$ cat src/logic/rv_decode_pkg.sv
//////////////////////////////////////////////////////////////////////
// RV64I decode stage types
//////////////////////////////////////////////////////////////////////

package rv_decode_pkg;

  // datapath widths
  localparam int xlen       = 64;
  localparam int ilen       = 32;
  localparam int reg_addr_w = 5;

  // major opcodes, inst[6:0]
  typedef enum logic [6:0] {
    opc_load      = 7'h03,
    opc_misc_mem  = 7'h0f,
    opc_op_imm    = 7'h13,
    opc_auipc     = 7'h17,
    opc_op_imm_32 = 7'h1b,
    opc_store     = 7'h23,
    opc_op        = 7'h33,
    opc_lui       = 7'h37,
    opc_op_32     = 7'h3b,
    opc_branch    = 7'h63,
    opc_jalr      = 7'h67,
    opc_jal       = 7'h6f,
    opc_system    = 7'h73
  } opcode_e;

  typedef enum logic [3:0] {
    alu_add,
    alu_sub,
    alu_slt,
    alu_sltu,
    alu_xor,
    alu_or,
    alu_and,
    alu_sll,
    alu_srl,
    alu_sra
  } alu_op_e;

  // branch and jump kind for the branch unit
  typedef enum logic [3:0] {
    bj_none,
    bj_beq,
    bj_bne,
    bj_blt,
    bj_bge,
    bj_bltu,
    bj_bgeu,
    bj_jal,
    bj_jalr
  } bj_op_e;

  typedef enum logic [3:0] {
    mem_none,
    mem_lb,
    mem_lh,
    mem_lw,
    mem_ld,
    mem_lbu,
    mem_lhu,
    mem_lwu,
    mem_sb,
    mem_sh,
    mem_sw,
    mem_sd
  } mem_op_e;

  typedef enum logic [1:0] {
    op1_rs1,
    op1_pc,
    op1_zero
  } op1_sel_e;

  typedef enum logic [1:0] {
    op2_rs2,
    op2_imm,
    op2_four
  } op2_sel_e;

  // immediate layout chosen by the decoder
  typedef enum logic [2:0] {
    imm_none,
    imm_i,
    imm_s,
    imm_b,
    imm_u,
    imm_j
  } imm_fmt_e;

endpackage

$ cat src/logic/id_latch.sv
//////////////////////////////////////////////////////////////////////
// ID pipeline latch
//////////////////////////////////////////////////////////////////////

`timescale 1ns/1ps

module id_latch (
  input  logic                           clk,
  input  logic                           rst,
  input  logic                           in_valid,
  input  logic [rv_decode_pkg::xlen-1:0] in_pc,
  input  logic [rv_decode_pkg::ilen-1:0] in_inst,
  input  logic                           flush,
  input  logic                           ex_allowin,
  output logic                           allowin,
  output logic                           out_valid,
  output logic [rv_decode_pkg::xlen-1:0] pc,
  output logic [rv_decode_pkg::ilen-1:0] inst
);

  logic stage_valid;

  // empty, or the held instruction leaves this edge
  assign allowin   = !stage_valid || ex_allowin;
  assign out_valid = stage_valid && !flush;

  always_ff @(posedge clk) begin
    if (rst) begin
      stage_valid <= 1'b0;
    end else if (allowin) begin
      stage_valid <= in_valid;
    end else if (flush) begin
      // held by execute, drop it in place
      stage_valid <= 1'b0;
    end
  end

  always_ff @(posedge clk) begin
    if (in_valid && allowin) begin
      pc   <= in_pc;
      inst <= in_inst;
    end
  end

  a_flush_kills_valid: assert property (
    @(posedge clk) disable iff (rst) flush |-> !out_valid
  );

  // a flushed, stalled instruction must not reappear
  a_flush_empties_stage: assert property (
    @(posedge clk) disable iff (rst) flush && !allowin |=> !out_valid
  );

endmodule

$ cat src/logic/inst_decoder.sv
//////////////////////////////////////////////////////////////////////
// RV64I instruction decoder
//////////////////////////////////////////////////////////////////////

`timescale 1ns/1ps

module inst_decoder (
  input  logic                                 clk,
  input  logic                                 rst,
  input  logic [rv_decode_pkg::ilen-1:0]       inst,
  input  logic                                 valid,
  output logic                                 legal,
  output rv_decode_pkg::alu_op_e               alu_op,
  output logic                                 is_word,
  output rv_decode_pkg::bj_op_e                bj_op,
  output rv_decode_pkg::mem_op_e               mem_op,
  output rv_decode_pkg::op1_sel_e              op1_sel,
  output rv_decode_pkg::op2_sel_e              op2_sel,
  output rv_decode_pkg::imm_fmt_e              imm_fmt,
  output logic [rv_decode_pkg::reg_addr_w-1:0] rs1_addr,
  output logic [rv_decode_pkg::reg_addr_w-1:0] rs2_addr,
  output logic                                 rd_wr_ena,
  output logic [rv_decode_pkg::reg_addr_w-1:0] rd_addr
);
  import rv_decode_pkg::*;

  opcode_e    opcode;
  logic [2:0] func3;
  logic       func6_00;
  logic       func6_10;
  logic       func7_00;
  logic       func7_20;
  logic       use_rs1;
  logic       use_rs2;

  // shared by op, op_imm and their word forms
  function automatic alu_op_e arith_alu(input logic [2:0] f3, input logic alt,
                                        input logic reg_form);
    case (f3)
      3'd0:    arith_alu = (reg_form && alt) ? alu_sub : alu_add;
      3'd1:    arith_alu = alu_sll;
      3'd2:    arith_alu = alu_slt;
      3'd3:    arith_alu = alu_sltu;
      3'd4:    arith_alu = alu_xor;
      3'd5:    arith_alu = alt ? alu_sra : alu_srl;
      3'd6:    arith_alu = alu_or;
      default: arith_alu = alu_and;
    endcase
  endfunction

  assign opcode   = opcode_e'(inst[6:0]);
  assign func3    = inst[14:12];
  assign func6_00 = (inst[31:26] == 6'h00);
  assign func6_10 = (inst[31:26] == 6'h10);
  assign func7_00 = (inst[31:25] == 7'h00);
  assign func7_20 = (inst[31:25] == 7'h20);

  // which encodings exist at all
  always_comb begin
    case (opcode)
      opc_load:      legal = (func3 != 3'd7);
      opc_misc_mem:  legal = (func3 == 3'd0) || (func3 == 3'd1);
      opc_op_imm: begin
        case (func3)
          3'd1:    legal = func6_00;
          3'd5:    legal = func6_00 || func6_10;
          default: legal = 1'b1;
        endcase
      end
      opc_op_imm_32: begin
        case (func3)
          3'd0, 3'd1: legal = 1'b1;
          3'd5:       legal = func6_00 || func6_10;
          default:    legal = 1'b0;
        endcase
      end
      opc_op: begin
        legal = (func3 == 3'd0 || func3 == 3'd5) ? (func7_00 || func7_20) : 1'b1;
      end
      opc_op_32: begin
        case (func3)
          3'd0, 3'd5: legal = func7_00 || func7_20;
          3'd1:       legal = 1'b1;
          default:    legal = 1'b0;
        endcase
      end
      opc_store:     legal = !func3[2];
      opc_branch:    legal = (func3 != 3'd2) && (func3 != 3'd3);
      opc_auipc, opc_lui, opc_jal, opc_jalr: legal = 1'b1;
      // system and anything unknown
      default:       legal = 1'b0;
    endcase
  end

  always_comb begin
    alu_op    = alu_add;
    is_word   = 1'b0;
    bj_op     = bj_none;
    mem_op    = mem_none;
    op1_sel   = op1_rs1;
    op2_sel   = op2_rs2;
    imm_fmt   = imm_none;
    use_rs1   = 1'b0;
    use_rs2   = 1'b0;
    rd_wr_ena = 1'b0;
    if (legal) begin
      case (opcode)
        opc_load: begin
          use_rs1   = 1'b1;
          rd_wr_ena = 1'b1;
          op2_sel   = op2_imm;
          imm_fmt   = imm_i;
          case (func3)
            3'd0:    mem_op = mem_lb;
            3'd1:    mem_op = mem_lh;
            3'd2:    mem_op = mem_lw;
            3'd3:    mem_op = mem_ld;
            3'd4:    mem_op = mem_lbu;
            3'd5:    mem_op = mem_lhu;
            3'd6:    mem_op = mem_lwu;
            default: mem_op = mem_none;
          endcase
        end
        opc_store: begin
          use_rs1 = 1'b1;
          use_rs2 = 1'b1;
          op2_sel = op2_imm;
          imm_fmt = imm_s;
          case (func3[1:0])
            2'd0:    mem_op = mem_sb;
            2'd1:    mem_op = mem_sh;
            2'd2:    mem_op = mem_sw;
            default: mem_op = mem_sd;
          endcase
        end
        opc_op_imm, opc_op_imm_32: begin
          use_rs1   = 1'b1;
          rd_wr_ena = 1'b1;
          op2_sel   = op2_imm;
          imm_fmt   = imm_i;
          is_word   = (opcode == opc_op_imm_32);
          alu_op    = arith_alu(func3, inst[30], 1'b0);
        end
        opc_op, opc_op_32: begin
          use_rs1   = 1'b1;
          use_rs2   = 1'b1;
          rd_wr_ena = 1'b1;
          is_word   = (opcode == opc_op_32);
          alu_op    = arith_alu(func3, inst[30], 1'b1);
        end
        opc_branch: begin
          use_rs1 = 1'b1;
          use_rs2 = 1'b1;
          imm_fmt = imm_b;
          case (func3)
            3'd0:    bj_op = bj_beq;
            3'd1:    bj_op = bj_bne;
            3'd4:    bj_op = bj_blt;
            3'd5:    bj_op = bj_bge;
            3'd6:    bj_op = bj_bltu;
            default: bj_op = bj_bgeu;
          endcase
          // compare kind from func3[2:1]
          case (func3[2:1])
            2'b00:   alu_op = alu_sub;
            2'b10:   alu_op = alu_slt;
            default: alu_op = alu_sltu;
          endcase
        end
        opc_jal, opc_jalr: begin
          // link value pc + 4
          use_rs1   = (opcode == opc_jalr);
          rd_wr_ena = 1'b1;
          op1_sel   = op1_pc;
          op2_sel   = op2_four;
          bj_op     = (opcode == opc_jal) ? bj_jal : bj_jalr;
          imm_fmt   = (opcode == opc_jal) ? imm_j : imm_i;
        end
        opc_lui, opc_auipc: begin
          rd_wr_ena = 1'b1;
          op1_sel   = (opcode == opc_lui) ? op1_zero : op1_pc;
          op2_sel   = op2_imm;
          imm_fmt   = imm_u;
        end
        default: begin
          // fence, an add of rs1 and imm into rd
          use_rs1   = 1'b1;
          rd_wr_ena = 1'b1;
          op2_sel   = op2_imm;
          imm_fmt   = imm_i;
        end
      endcase
    end
  end

  assign rs1_addr = use_rs1 ? inst[19:15] : '0;
  assign rs2_addr = use_rs2 ? inst[24:20] : '0;
  assign rd_addr  = rd_wr_ena ? inst[11:7] : '0;

  a_illegal_is_inert: assert property (
    @(posedge clk) disable iff (rst)
      valid && !legal |-> !rd_wr_ena && (mem_op == mem_none)
  );

endmodule

$ cat src/logic/imm_gen.sv
//////////////////////////////////////////////////////////////////////
// Immediate generator
//////////////////////////////////////////////////////////////////////

`timescale 1ns/1ps

module imm_gen (
  input  logic [rv_decode_pkg::ilen-1:0] inst,
  input  rv_decode_pkg::imm_fmt_e        imm_fmt,
  output logic [rv_decode_pkg::xlen-1:0] imm
);
  import rv_decode_pkg::*;

  logic sign;

  // all formats keep the sign in inst[31]
  assign sign = inst[31];

  always_comb begin
    case (imm_fmt)
      imm_i: begin
        imm = {{(xlen-12){sign}}, inst[31:20]};
      end
      imm_s: begin
        imm = {{(xlen-12){sign}}, inst[31:25], inst[11:7]};
      end
      imm_b: begin
        // branch offset, bit 0 always clear
        imm = {{(xlen-13){sign}}, inst[31], inst[7], inst[30:25], inst[11:8], 1'b0};
      end
      imm_u: begin
        imm = {{(xlen-32){sign}}, inst[31:12], 12'b0};
      end
      imm_j: begin
        imm = {{(xlen-21){sign}}, inst[31], inst[19:12], inst[20], inst[30:21], 1'b0};
      end
      default: begin
        imm = '0;
      end
    endcase
  end

endmodule

$ cat src/logic/id_stage.sv
//////////////////////////////////////////////////////////////////////
// RV64I instruction decode stage
//////////////////////////////////////////////////////////////////////

`timescale 1ns/1ps

module id_stage (
  input  logic                                 clk,
  input  logic                                 rst,
  input  logic                                 if_to_id_valid,
  input  logic [rv_decode_pkg::xlen-1:0]       if_to_id_pc,
  input  logic [rv_decode_pkg::ilen-1:0]       if_to_id_inst,
  input  logic                                 flush,
  input  logic                                 ex_allowin,
  output logic                                 id_allowin,
  output logic                                 id_to_ex_valid,
  output logic [rv_decode_pkg::xlen-1:0]       id_to_ex_pc,
  output logic [rv_decode_pkg::ilen-1:0]       id_to_ex_inst,
  output logic                                 legal,
  output rv_decode_pkg::alu_op_e               alu_op,
  output logic                                 is_word,
  output rv_decode_pkg::bj_op_e                bj_op,
  output rv_decode_pkg::mem_op_e               mem_op,
  output rv_decode_pkg::op1_sel_e              op1_sel,
  output rv_decode_pkg::op2_sel_e              op2_sel,
  output logic [rv_decode_pkg::xlen-1:0]       imm,
  output logic [rv_decode_pkg::reg_addr_w-1:0] rs1_addr,
  output logic [rv_decode_pkg::reg_addr_w-1:0] rs2_addr,
  output logic                                 rd_wr_ena,
  output logic [rv_decode_pkg::reg_addr_w-1:0] rd_addr
);
  import rv_decode_pkg::*;

  imm_fmt_e imm_fmt;

  id_latch u_id_latch (
    .clk        (clk),
    .rst        (rst),
    .in_valid   (if_to_id_valid),
    .in_pc      (if_to_id_pc),
    .in_inst    (if_to_id_inst),
    .flush      (flush),
    .ex_allowin (ex_allowin),
    .allowin    (id_allowin),
    .out_valid  (id_to_ex_valid),
    .pc         (id_to_ex_pc),
    .inst       (id_to_ex_inst)
  );

  inst_decoder u_inst_decoder (
    .clk       (clk),
    .rst       (rst),
    .inst      (id_to_ex_inst),
    .valid     (id_to_ex_valid),
    .legal     (legal),
    .alu_op    (alu_op),
    .is_word   (is_word),
    .bj_op     (bj_op),
    .mem_op    (mem_op),
    .op1_sel   (op1_sel),
    .op2_sel   (op2_sel),
    .imm_fmt   (imm_fmt),
    .rs1_addr  (rs1_addr),
    .rs2_addr  (rs2_addr),
    .rd_wr_ena (rd_wr_ena),
    .rd_addr   (rd_addr)
  );

  imm_gen u_imm_gen (
    .inst    (id_to_ex_inst),
    .imm_fmt (imm_fmt),
    .imm     (imm)
  );

endmodule

$ cat config.mk
export PLATFORM = sky130hd
export DESIGN_NAME = id_stage
export DESIGN_NICKNAME = d
export VERILOG_FILES = /design/src/logic/rv_decode_pkg.sv /design/src/logic/id_latch.sv /design/src/logic/inst_decoder.sv /design/src/logic/imm_gen.sv /design/src/logic/id_stage.sv
export SDC_FILE = /design/constraint.sdc
export NUM_CORES = 1
export LEC_CHECK = 0
export ABC_AREA = 1
export BUFFER_PORTS_ARGS = -buffer_cell sky130_fd_sc_hd__buf_2
export CAP_MARGIN = 10
export CORE_AREA = 2 2 115 117
export DETAILED_ROUTE_END_ITERATION = 7
export DIE_AREA = 0 0 117 119
export HOLD_SLACK_MARGIN = 0.06
export PLACE_DENSITY = 0.75
export SETUP_SLACK_MARGIN = 0.2
export SLEW_MARGIN = 20
export SYNTH_ARGS = -nofsm -noshare
export SYNTH_HDL_FRONTEND = slang
export SYNTH_SLANG_ARGS = --single-unit
$ cat constraint.sdc
create_clock -name clk -period 6.9 [get_ports clk]
set_clock_uncertainty 0.15 [all_clocks]
set_input_delay 1.38 -clock clk [delete_from_list [all_inputs] [get_ports clk]]
set_output_delay 1.38 -clock clk [all_outputs]
set_load 0.02 [all_outputs]
==> metrics.yaml, run 1 <==
status: "completed"
finalCriticalPeriod_ns: 4.407
io_pins: 297
vias: 3654
crit_buf_inv: 4
reg2reg_from: "u_id_latch.stage_valid"
path_cells: "inv_1 > ha_1 > nand2_1 > inv_1 > nand3_1 > nand2_1 > nand2_1 > nand2_1 > inv_2 > nand3_4 > nand2_4 > a31oi_4 > buf_2"
leakagePower_nw: 3.116
setup_viol: 0
vdd_drop_max_v: 0.0001955
dpl_cell_area_mm2: 0.005859
start_util_pct: 34.24
cp_top_family: "simple AND/OR/NAND/NOR gates"
final_area_mm2: 0.006151
critPathMostFrequentCell: "nand2_1"
antenna_found_initial: 1
io_buffers: 296
cts-root-buf: "clkbuf_16"
hp-start: "u_id_latch.stage_valid"
worstMarginPinSlew_ns: 0.8472
hold_end: "u_id_latch.stage_valid"
holdBufCountCts: 0
drv_slew: 0
avgRoutedWirePerCell_um: 15.26
firstDrtPassIters: 4
post_cts_buffers: 0
finalHoldViolCount: 0
fin_crit_sh_pct: 63.86
rsz0062_at_grt: "false"
grt_usage_pct: 18.02
cts.clk_slew.worst_paths_ns: 0.07
hpwl_um: 10220
r2r_end: "u_id_latch.pc[14]"
drv_cap: 0
power_density_mw_per_mm2: 225.3
mappedNetlistArea_mm2: 0.004408
grt_max_degree: 60
multi_input_area_mm2: 0.001040
syn_inst: 376
cts_tree: "done"
grt_pass1_wl_um: 18460
hp-class: "register to register"
dieWidth_um: 117
die_h_um: 119
crit_type: "register to output pin"
insertion_delay_ns: 0.34
seqCellArea_mm2: 0.002903
nFillCells: 1222
htreeDepth: 3
rows: 42
synth_cell_types: 32
end_kind: "output pin"
cts_resized: 0
r2r_cells: 4
utilization_pct: 47.77
synth-seq-cells: 97
cp_data_arrival_time_ns: 2.88
syn-num-nets: 482
maxSlewHeadroom_pct: 43.31
drt_iter0_drc: 226
grt_overflow: 0
cpMaxStageDelayCell: "edfxtp_1"
finalWirelength_um: 12670
ff2ff_setup_slack_ns: 4.73
crit_path_start_kind: "register"
nets: 754
synth_warnings: 0
areaGrowthSynthToFinish_pct: 39.54
setup_tns_ns: 0
place_congestion: 0.8918
clockBufferDepth: 2
crit_path_max_incr_delay_ns: 0.51
hold_path_depth: 3
cts_sinks: 97
grt_pass1_vias: 3530
critPathRequiredTime_ns: 5.37
die-area_mm2: 0.01392
drive_gt1_share_pct: 54.82
critPathMaxFanout: 33
synth_seq_area_share_pct: 65.85
antenna_left: 0
drc: 0
postSynthAreaPerCell_um2: 11.72
numCtsBuffers: 9
core_area_mm2: 0.01287
max_freq_mhz: 226.9
routed_via_density: 4.402
-- placed cells by master (no fill, tap or decap), types with 2 or more instances in the layout --
cell        instances
o21bai_1            2
o21ai_0            19
nor2_4              3
nor3_1              2
o21ai_2            11
nand4_1             5
a21oi_1            14
nand3_1             9
nand3_2             2
inv_2              10
nor2_2              4
nand2_2             7
nand2_1            48
nor2_1             37
o21ai_1             2
inv_8               2
a31oi_1             2
edfxtp_1           96
inv_1              46
nand2_4             5
clkbuf_16           9
buf_2             296
clkinvlp_4          2
ha_1                5
-- worst reg2reg max path, stage by stage, from the launching register on --
cell and delay (ns):
dfxtp_1 0.32, nand2_1 0.12, nand2_1 0.12, inv_4 0.36
buf_4 0.69
-- power by group --
part	total, W	leakage [nW]	internal (W)	switching (W)
clock	0.000471	0.133	0.000250	0.000221
sequential	0.000706	0.939	0.000690	0.0000161
combinational	0.000209	2.04	0.0000667	0.000142
total	0.00139	3.12	0.00101	0.000379
-- worst max path at each step --
| stage | startpoint | end | cells after the start |
|---|---|---|---|
| global placement | u_id_latch.inst[13] | imm[40] | 11 |
| floorplan | u_id_latch.inst[13] | imm[32] | 11 |
| global route | u_id_latch.inst[3] | imm[54] | 10 |
| finish | u_id_latch.inst[13] | imm[63] | 13 |
| detailed placement | u_id_latch.inst[13] | imm[63] | 13 |
| CTS | u_id_latch.inst[13] | imm[63] | 13 |
-- Yosys cell counts --
cell type / n / share of area, %
nor3_1: 2 / 0.23
o211ai_1: 1 / 0.17
buf_4: 33 / 5.6
a2bb2oi_1: 1 / 0.20
or2_2: 1 / 0.14
inv_2: 10 / 0.85
edfxtp_1: 96 / 65
nand3_4: 1 / 0.40
a2111o_1: 1 / 0.26
ha_1: 5 / 1.4
o21bai_1: 2 / 0.34
clkbuf_1: 2 / 0.17
o21ai_1: 2 / 0.23
nand2_2: 7 / 0.99
nor4_1: 1 / 0.14
o21ai_0: 19 / 2.2
o221ai_1: 1 / 0.20
and2_1: 1 / 0.14
o21ai_2: 11 / 2.2
a21oi_1: 14 / 1.6
nor2_4: 3 / 0.77
inv_1: 47 / 4.0
buf_6: 1 / 0.26
a31oi_1: 3 / 0.43
nand3_1: 9 / 1.0
nor2_2: 4 / 0.57
nand4_1: 5 / 0.71
nand3_2: 2 / 0.45
nand2_4: 5 / 1.3
nor2_1: 37 / 3.2
nand2_1: 48 / 4.1
dfxtp_1: 1 / 0.45
-- metal layers --
layer / vias up / GRT usage (%) / wire length (µm)
li1: 1776 / - / -
met5: - / 0 / 0
met2: 182 / 31.97 / 6566
met1: 1677 / 19.05 / 4531
met4: 0 / 7.574 / 293
met3: 19 / 6.361 / 1276
-- cell families after synthesis --
| logic type | after synthesis | synth area share [%] |
|---|---|---|
| flops | 97 | 65.85 |
| buf+inv | 93 | 10.90 |
| compound gates | 55 | 7.749 |
| simple gates | 126 | 14.08 |
| fa+ha+maj | 5 | 1.419 |
-- per-stage QoR --
stage | worst slack (ns) | hold slack, ns | power, W | instances
CTS | 2.157 | 0.5205 | 0.001400 | 829
finish | 2.493 | 0.5168 | 0.001386 | 830
floorplan | 1.823 | 0.5315 | 0.0008493 | 376
global placement | 2.669 | 0.4802 | 0.0009261 | 813
global route | 2.003 | 0.5661 | 0.001439 | 829
detailed placement | 2.541 | 0.5063 | 0.0009295 | 813
-- cell type report --
class                      instances  area share (%)
clock buffer                      10           3.723
timing repair buffer             297           24.21
clock inverter                     6          0.8340
inverter                          57           3.519
antenna                            1         0.04068
tap                              176           3.580
sequential                        97           47.19
multi-input combinational        186           16.90
-- flip-flops by register name (all words and copies together), names as in the netlist --
| name | cells |
|---|---|
| u_id_latch.pc | 64 |
| u_id_latch.stage_valid | 1 |
| u_id_latch.inst | 32 |
Note: power is estimated with default switching activity, not from simulation.
==> run 2: changes to the inputs <==
Settings changed: ABC_AREA 1 to 0, CORE_AREA 2 2 115 117 to 2 2 116 118, DIE_AREA 0 0 117 119 to 0 0 118 120, PLACE_DENSITY 0.75 to 0.77.
Clock period 6.9 ns to 3.8 ns, I/O delays scaled along.
==> metrics.yaml, run 2 <==
status: "completed"  # unchanged
grt_overflow: 0  # unchanged
cts-root-buf: "clkbuf_16"  # unchanged
worstMarginPinSlew_ns: 0.5132  # was 0.8472 ns
core_area_mm2: 0.01298  # was 0.01287 mm²
io_pins: 297  # unchanged
cts_tree: "done"  # unchanged
power_w: 0.002604  # was 0.001386 W
rows: 42  # unchanged
synth_seq_area_share_pct: 64.32  # was 65.85%
setup_viol: 0  # unchanged
routed_via_density: 4.695  # was 4.402
areaGrowthSynthToFinish_pct: 46.49  # was 39.54%
final_area_mm2: 0.006611  # was 0.006151 mm²
drive_gt1_share_pct: 61.30  # was 54.82%
crit_start: "u_id_latch.inst[12]"  # was u_id_latch.inst[13]
grt_usage_pct: 20.04  # was 18.02%
async_flop_share_pct: 0  # unchanged
die_h_um: 120  # was 119 µm
holdBufCountCts: 0  # unchanged
antenna_left: 0  # unchanged
drv_cap: 0  # unchanged
syn_inst: 344  # was 376
firstDrtPassIters: 4  # unchanged
yosys.area.top_type: "edfxtp_1"  # unchanged
grt_max_degree: 66  # was 60
synth-seq-cells: 97  # unchanged
avgRoutedWirePerCell_um: 18.03  # was 15.26 µm
dieWidth_um: 118  # was 117 µm
die-area_mm2: 0.01416  # was 0.01392 mm²
htreeDepth: 3  # unchanged
numCtsBuffers: 9  # unchanged
max_freq_mhz: 266.1
vdd_drop_max_v: 0.0003018  # was 0.0001955 V
nets: 734  # was 754
drt_iter0_drc: 181  # was 226
reg2reg_from: "u_id_latch.stage_valid"  # unchanged
grt_pass1_vias: 3760  # was 3530
start_util_pct: 34.77  # was 34.24%
insertion_delay_ns: 0.34  # about the same
mappedNetlistArea_mm2: 0.004513  # was 0.004408 mm²
utilization_pct: 50.93  # was 47.77%
antenna_found_initial: 4  # was 1
pre_cts_ws_ns: 0.1903  # was 2.541 ns
synth_edf_count: 96  # unchanged
r2r_cells: 3  # was 4
synth_warnings: 0  # unchanged
fin_crit_sh_pct: 98.89
hp-start: "rst"  # was u_id_latch.stage_valid
cts_sinks: 97  # unchanged
drc: 0  # unchanged
vias: 3812  # was 3654
drv_slew: 0  # unchanged
crit_type: "register to output pin"  # unchanged
critPathRequiredTime_ns: 2.89  # was 5.37 ns
yosys-top-cells-count: "edfxtp_1, buf_4, nand2_1"  # was edfxtp_1, nand2_1, inv_1
hpwl_um: 11380  # was 10220 µm
end_kind: "output pin"  # unchanged
rsz0062_at_grt: "true"  # was false
synthFlopType: "edfxtp_1"  # unchanged
cts.clk_slew.worst_paths_ns: 0.07  # about the same
layout_common_cells: "buf_2, edfxtp_1, buf_4"  # was buf_2, edfxtp_1, nand2_1
syn-num-nets: 450  # was 482
clockBufferDepth: 2  # unchanged
finalCriticalPeriod_ns: 3.758
layout_commonest_cell: "buf_2"  # unchanged
whs_ns: 0.4279  # was 0.5168 ns
hp-class: "input port to register"  # was register to register
top_regs: "u_id_latch.pc x64, u_id_latch.inst x32, u_id_latch.stage_valid x1"  # unchanged
crit_path_start_kind: "register"  # unchanged
synth.area.top_cells: "edfxtp_1, buf_4, nand2_1, and3_1, mux2i_1"  # was edfxtp_1, buf_4, nand2_1, inv_1, nor2_1
largest_reg_flops: 64  # unchanged
grt_pass1_wl_um: 21430  # was 18460 µm
top_register: "u_id_latch.pc"  # unchanged
maxSlewHeadroom_pct: 65.66  # was 43.31%
io_buffers: 296  # unchanged
cp_data_arrival_time_ns: 2.85  # was 2.88 ns
place_congestion: 0.9386  # was 0.8918
synth_cell_types: 57  # was 32
postSynthAreaPerCell_um2: 13.12  # was 11.72 µm²
finalHoldViolCount: 0  # unchanged
dpl_cell_area_mm2: 0.006076  # was 0.005859 mm²
synth_top_area_share_pct: 63.88  # was 65.40%
power_density_mw_per_mm2: 393.9  # was 225.3 mW/mm²
nFillCells: 1172  # was 1222
leakagePower_nw: 3.211  # was 3.116 nW
critPathMaxFanout: 14  # was 33
synth_most_common_cell: "edfxtp_1"  # unchanged
hold_path_depth: 2  # was 3
worst_slack_ns: 0.04232  # was 2.493 ns
finalWirelength_um: 14640  # was 12670 µm
## run 2: cell count changes after synthesis, sizes merged, moves of 8 or more
cell / change
and3: +16
buf: +9
inv: -42
mux2i: +10
nand2: -21
nand3: -8
nor2: -23
nor3: +9
o21ai: -17
## run 2: kinds of logic after synthesis
family | share of synthesized area, %
mux | 2.467
flops | 64.32
buf+inv | 9.121
compound gates | 8.123
fa+ha+maj | 1.386
simple gates | 14.58
## run 2: final timing paths
path                                          endpoint  slack, ns
worst min-delay path            u_id_latch.stage_valid       0.43
worst max register to register      u_id_latch.inst[5]       1.98
worst max-delay path                           imm[15]       0.04
worst min register to register  u_id_latch.stage_valid       0.51
## run 2: critical path, stage by stage, from the launching register on
cell	delay [ns]
edfxtp_1	0.45
ha_2	0.23
o211ai_1	0.16
a2111oi_1	0.10
or4_1	0.48
or3_4	0.42
o211ai_4	0.23
buf_12	0.18
mux2i_1	0.08
buf_2	0.17
## run 2: per-stage QoR
stage | instances | TNS [ns]
after floorplan | 344 | -0.1039
after global placement | 788 | 0
after detailed placement | 788 | 0
after CTS | 806 | 0
after global routing | 812 | -0.8084
final | 812 | 0
## run 2: layout make-up
type	instances	area [µm²]	area share, %
Multi-Input combinational cell	182	1330	20.12
Sequential cell	97	2903	43.91
Clock buffer	9	225.2	3.407
Timing Repair Buffer	323	1780	26.93
Tap cell	176	220.2	3.331
Clock inverter	7	81.33	1.230
Inverter	15	63.81	0.9652
Antenna cell	3	7.507	0.1136
## run 2: what timing repair did
item                                    CTS  global route
endpoints found under the hold margin     0             0
setup buffers                             2             3
pin swaps                                 3             2
endpoints found under the setup margin   85            85
resized for setup                        45             6
## run 2: layer usage
metal	wire length, µm	GRT usage (%)
met5	7	0
met4	371	8.961
met2	7582	34.92
met3	1337	7.414
met1	5340	21.81
## run 2: power by group
group	total [W]	leakage [nW]	internal (W)	switching, W
Combinational	0.000406	2.12	0.000149	0.000257
Sequential	0.00129	0.939	0.00125	0.0000382
Clock	0.000909	0.150	0.000469	0.000439
==> run 3: changes to the inputs <==
Settings changed: SETUP_SLACK_MARGIN 0.2 to not set.
Clock period 3.8 ns to 3.45 ns, I/O delays scaled along.
==> metrics.yaml, run 3 (synthesis results as in run 2) <==
areaGrowthSynthToFinish_pct: 60.08  # was 46.49%
place_congestion: 0.9016  # was 0.9386
vdd_drop_max_v: 0.0003657  # was 0.0003018 V
utilization_pct: 55.66  # was 50.93%
whs_ns: 0.3440  # was 0.4279 ns
power_density_mw_per_mm2: 400.9  # was 393.9 mW/mm²
nFillCells: 1081  # was 1172
use_met1_pct: 22.37  # was 21.81%
rows: 42  # unchanged
finalHoldViolCount: 0  # unchanged
cp_data_arrival_time_ns: 2.89  # was 2.85 ns
layout_common_cells: "buf_2, edfxtp_1, buf_4"  # unchanged
drive_gt1_share_pct: 66.77  # was 61.30%
crit_type: "register to output pin"  # unchanged
grtUsageMet2_pct: 40.23  # was 34.92%
nets: 757  # was 734
hp-class: "input port to register"  # unchanged
firstDrtPassIters: 4  # unchanged
final_area_mm2: 0.007224  # was 0.006611 mm²
antenna_left: 0  # unchanged
top_regs: "u_id_latch.pc x64, u_id_latch.inst x32, u_id_latch.stage_valid x1"  # unchanged
crit_buf_inv: 5  # was 2
cts.clk_slew.worst_paths_ns: 0.07  # about the same
crit_path_max_incr_delay_ns: 0.48  # about the same
drt_iter0_drc: 271  # was 181
p_sw_share_pct: 28.18  # was 28.19%
insertion_delay_ns: 0.34  # about the same
die-area_mm2: 0.01416  # unchanged
fin_crit_sh_pct: 108.2
leakagePower_nw: 3.303  # was 3.211 nW
combPwrFrac_pct: 17.7  # was 15.6%
worst_slack_ns: -0.2838  # was 0.04232 ns
final_cells: 833  # was 812
cts-root-buf: "clkbuf_16"  # unchanged
p_int_w: 0.002080  # was 0.001870 W
dieWidth_um: 118  # unchanged
critPathRequiredTime_ns: 2.61  # was 2.89 ns
numCtsBuffers: 9  # unchanged
grt_max_degree: 56  # was 66
clockBufferDepth: 2  # unchanged
layout_commonest_cell: "buf_2"  # unchanged
critPathMostFrequentCell: "buf_4"
setup_viol: 85  # was 0
io_pins: 297  # unchanged
drc: 0  # unchanged
violations: "setup timing"
drv_slew: 0  # unchanged
cpMaxStageDelayCell: "edfxtp_1"  # was or4_1
start_util_pct: 34.77  # unchanged
finalCriticalPeriod_ns: 3.734
end_kind: "output pin"  # unchanged
die_h_um: 120  # unchanged
core_area_mm2: 0.01298  # unchanged
worstMarginPinSlew_ns: 0.7733  # was 0.5132 ns
pwr-share-clk_pct: 33.2  # was 34.9%
finalWirelength_um: 15780  # was 14640 µm
dpl_cell_area_mm2: 0.006399  # was 0.006076 mm²
grt_usage_pct: 21.66  # was 20.04%
p_seq_share_pct: 49.1  # was 49.5%
top_usage_layer: "met2"  # unchanged
vias: 4003  # was 3812
status: "finished, violations left"  # was completed
groute.layer.met3.usage_pct: 6.702  # was 7.414%
avgRoutedWirePerCell_um: 18.94  # was 18.03 µm
pre_cts_ws_ns: -0.1042  # was 0.1903 ns
cts_sinks: 97  # unchanged
critPathMaxFanout: 19  # was 14
maxSlewHeadroom_pct: 48.26  # was 65.66%
hpwl_um: 11680  # was 11380 µm
grt_pass1_wl_um: 22910  # was 21430 µm
grt_overflow: 0  # unchanged
path_cells: "buf_4 > inv_2 > o21ai_0 > a2111oi_1 > or3_4 > buf_6 > nor2_8 > buf_12 > a2111oi_4 > buf_4"  # was ha_2 > o211ai_1 > a2111oi_1 > or4_1 > or3_4 > o211ai_4 > buf_12 > mux2i_1 > buf_2
cts_tree: "done"  # unchanged
place_inst: 800  # was 788
largest_reg_flops: 64  # unchanged
max_freq_mhz: 267.8
htreeDepth: 3  # unchanged
routed_via_density: 4.806  # was 4.695
grt_pass1_vias: 4178  # was 3760
cp_top_family: "buffers and inverters"  # was simple AND/OR/NAND/NOR gates
switchingPower_w: 0.0008163  # was 0.0007342 W
crit_path_start_kind: "register"  # unchanged
antenna_found_initial: 1  # was 4
rsz0062_at_grt: "true"  # unchanged
io_buffers: 296  # unchanged
drv_cap: 0  # unchanged
top_register: "u_id_latch.pc"  # unchanged
==> run 3: cell types whose count changed in the layout (fill, tap and decap cells not counted), sizes merged <==
cell / before / now
clkinv: 4 / 2
and2: 2 / 4
buf: 323 / 344
diode: 3 / 1
clkinvlp: 0 / 2
==> run 3: area by class of cell <==
cell class              count  area, µm²  share of cell area [%]
clock buffers               9      225.2                   3.117
well taps                 176      220.2                   3.048
flip-flops and latches     97       2903                   40.18
inverters                  15      63.81                  0.8833
clock inverters             7      53.80                  0.7447
multi-input cells         184       1635                   22.64
diodes                      1      2.502                 0.03464
repair buffers            344       2121                   29.36
==> run 3: repair_timing <==
action                                  4_1_cts  5_1_grt
pin swaps                                    10        7
gates cloned                                  5        0
hold buffers                                  0        0
endpoints found under the setup margin       85       90
setup buffers                                 7        6
resized for setup                            98       13
==> run 3: routing by layer <==
metal,vias up,part of all wire [%],wire (µm)
li1,1840,-,-
met5,-,0,0
met1,1881,34,5346
met4,0,3.0,476
met3,34,9.4,1478
met2,248,54,8474
==> run 3: metrics by stage <==
stage | total power, W | setup TNS, ns
6_report | 0.002897 | -10.30
5_1_grt | 0.002991 | -18.91
3_5_place_dp | 0.001909 | -1.091
2_1_floorplan | 0.001720 | -11.20
3_3_place_gp | 0.001898 | -0.03231
4_1_cts | 0.002905 | -16.96
==> run 3: final timing paths <==
kind	depth (start not counted)	startpoint	slack, ns	to
setup / recovery	10	u_id_latch.inst[14]	-0.28	op2_sel[0]
hold reg to reg	4	u_id_latch.stage_valid	0.49	u_id_latch.stage_valid
setup reg to reg	3	u_id_latch.stage_valid	1.80	u_id_latch.inst[15]
hold / removal	2	rst	0.34	u_id_latch.stage_valid
==> run 3: power by group through the flow <==
| stage | Combinational [W] | Clock (W) | Sequential, W |
|---|---|---|---|
| floorplan | 0.000194 | 0 | 0.00153 |
| global placement | 0.000452 | 0 | 0.00145 |
| detailed placement | 0.000461 | 0 | 0.00145 |
| CTS | 0.000505 | 0.000976 | 0.00142 |
| global route | 0.000542 | 0.00102 | 0.00143 |
| finish | 0.000512 | 0.000963 | 0.00142 |
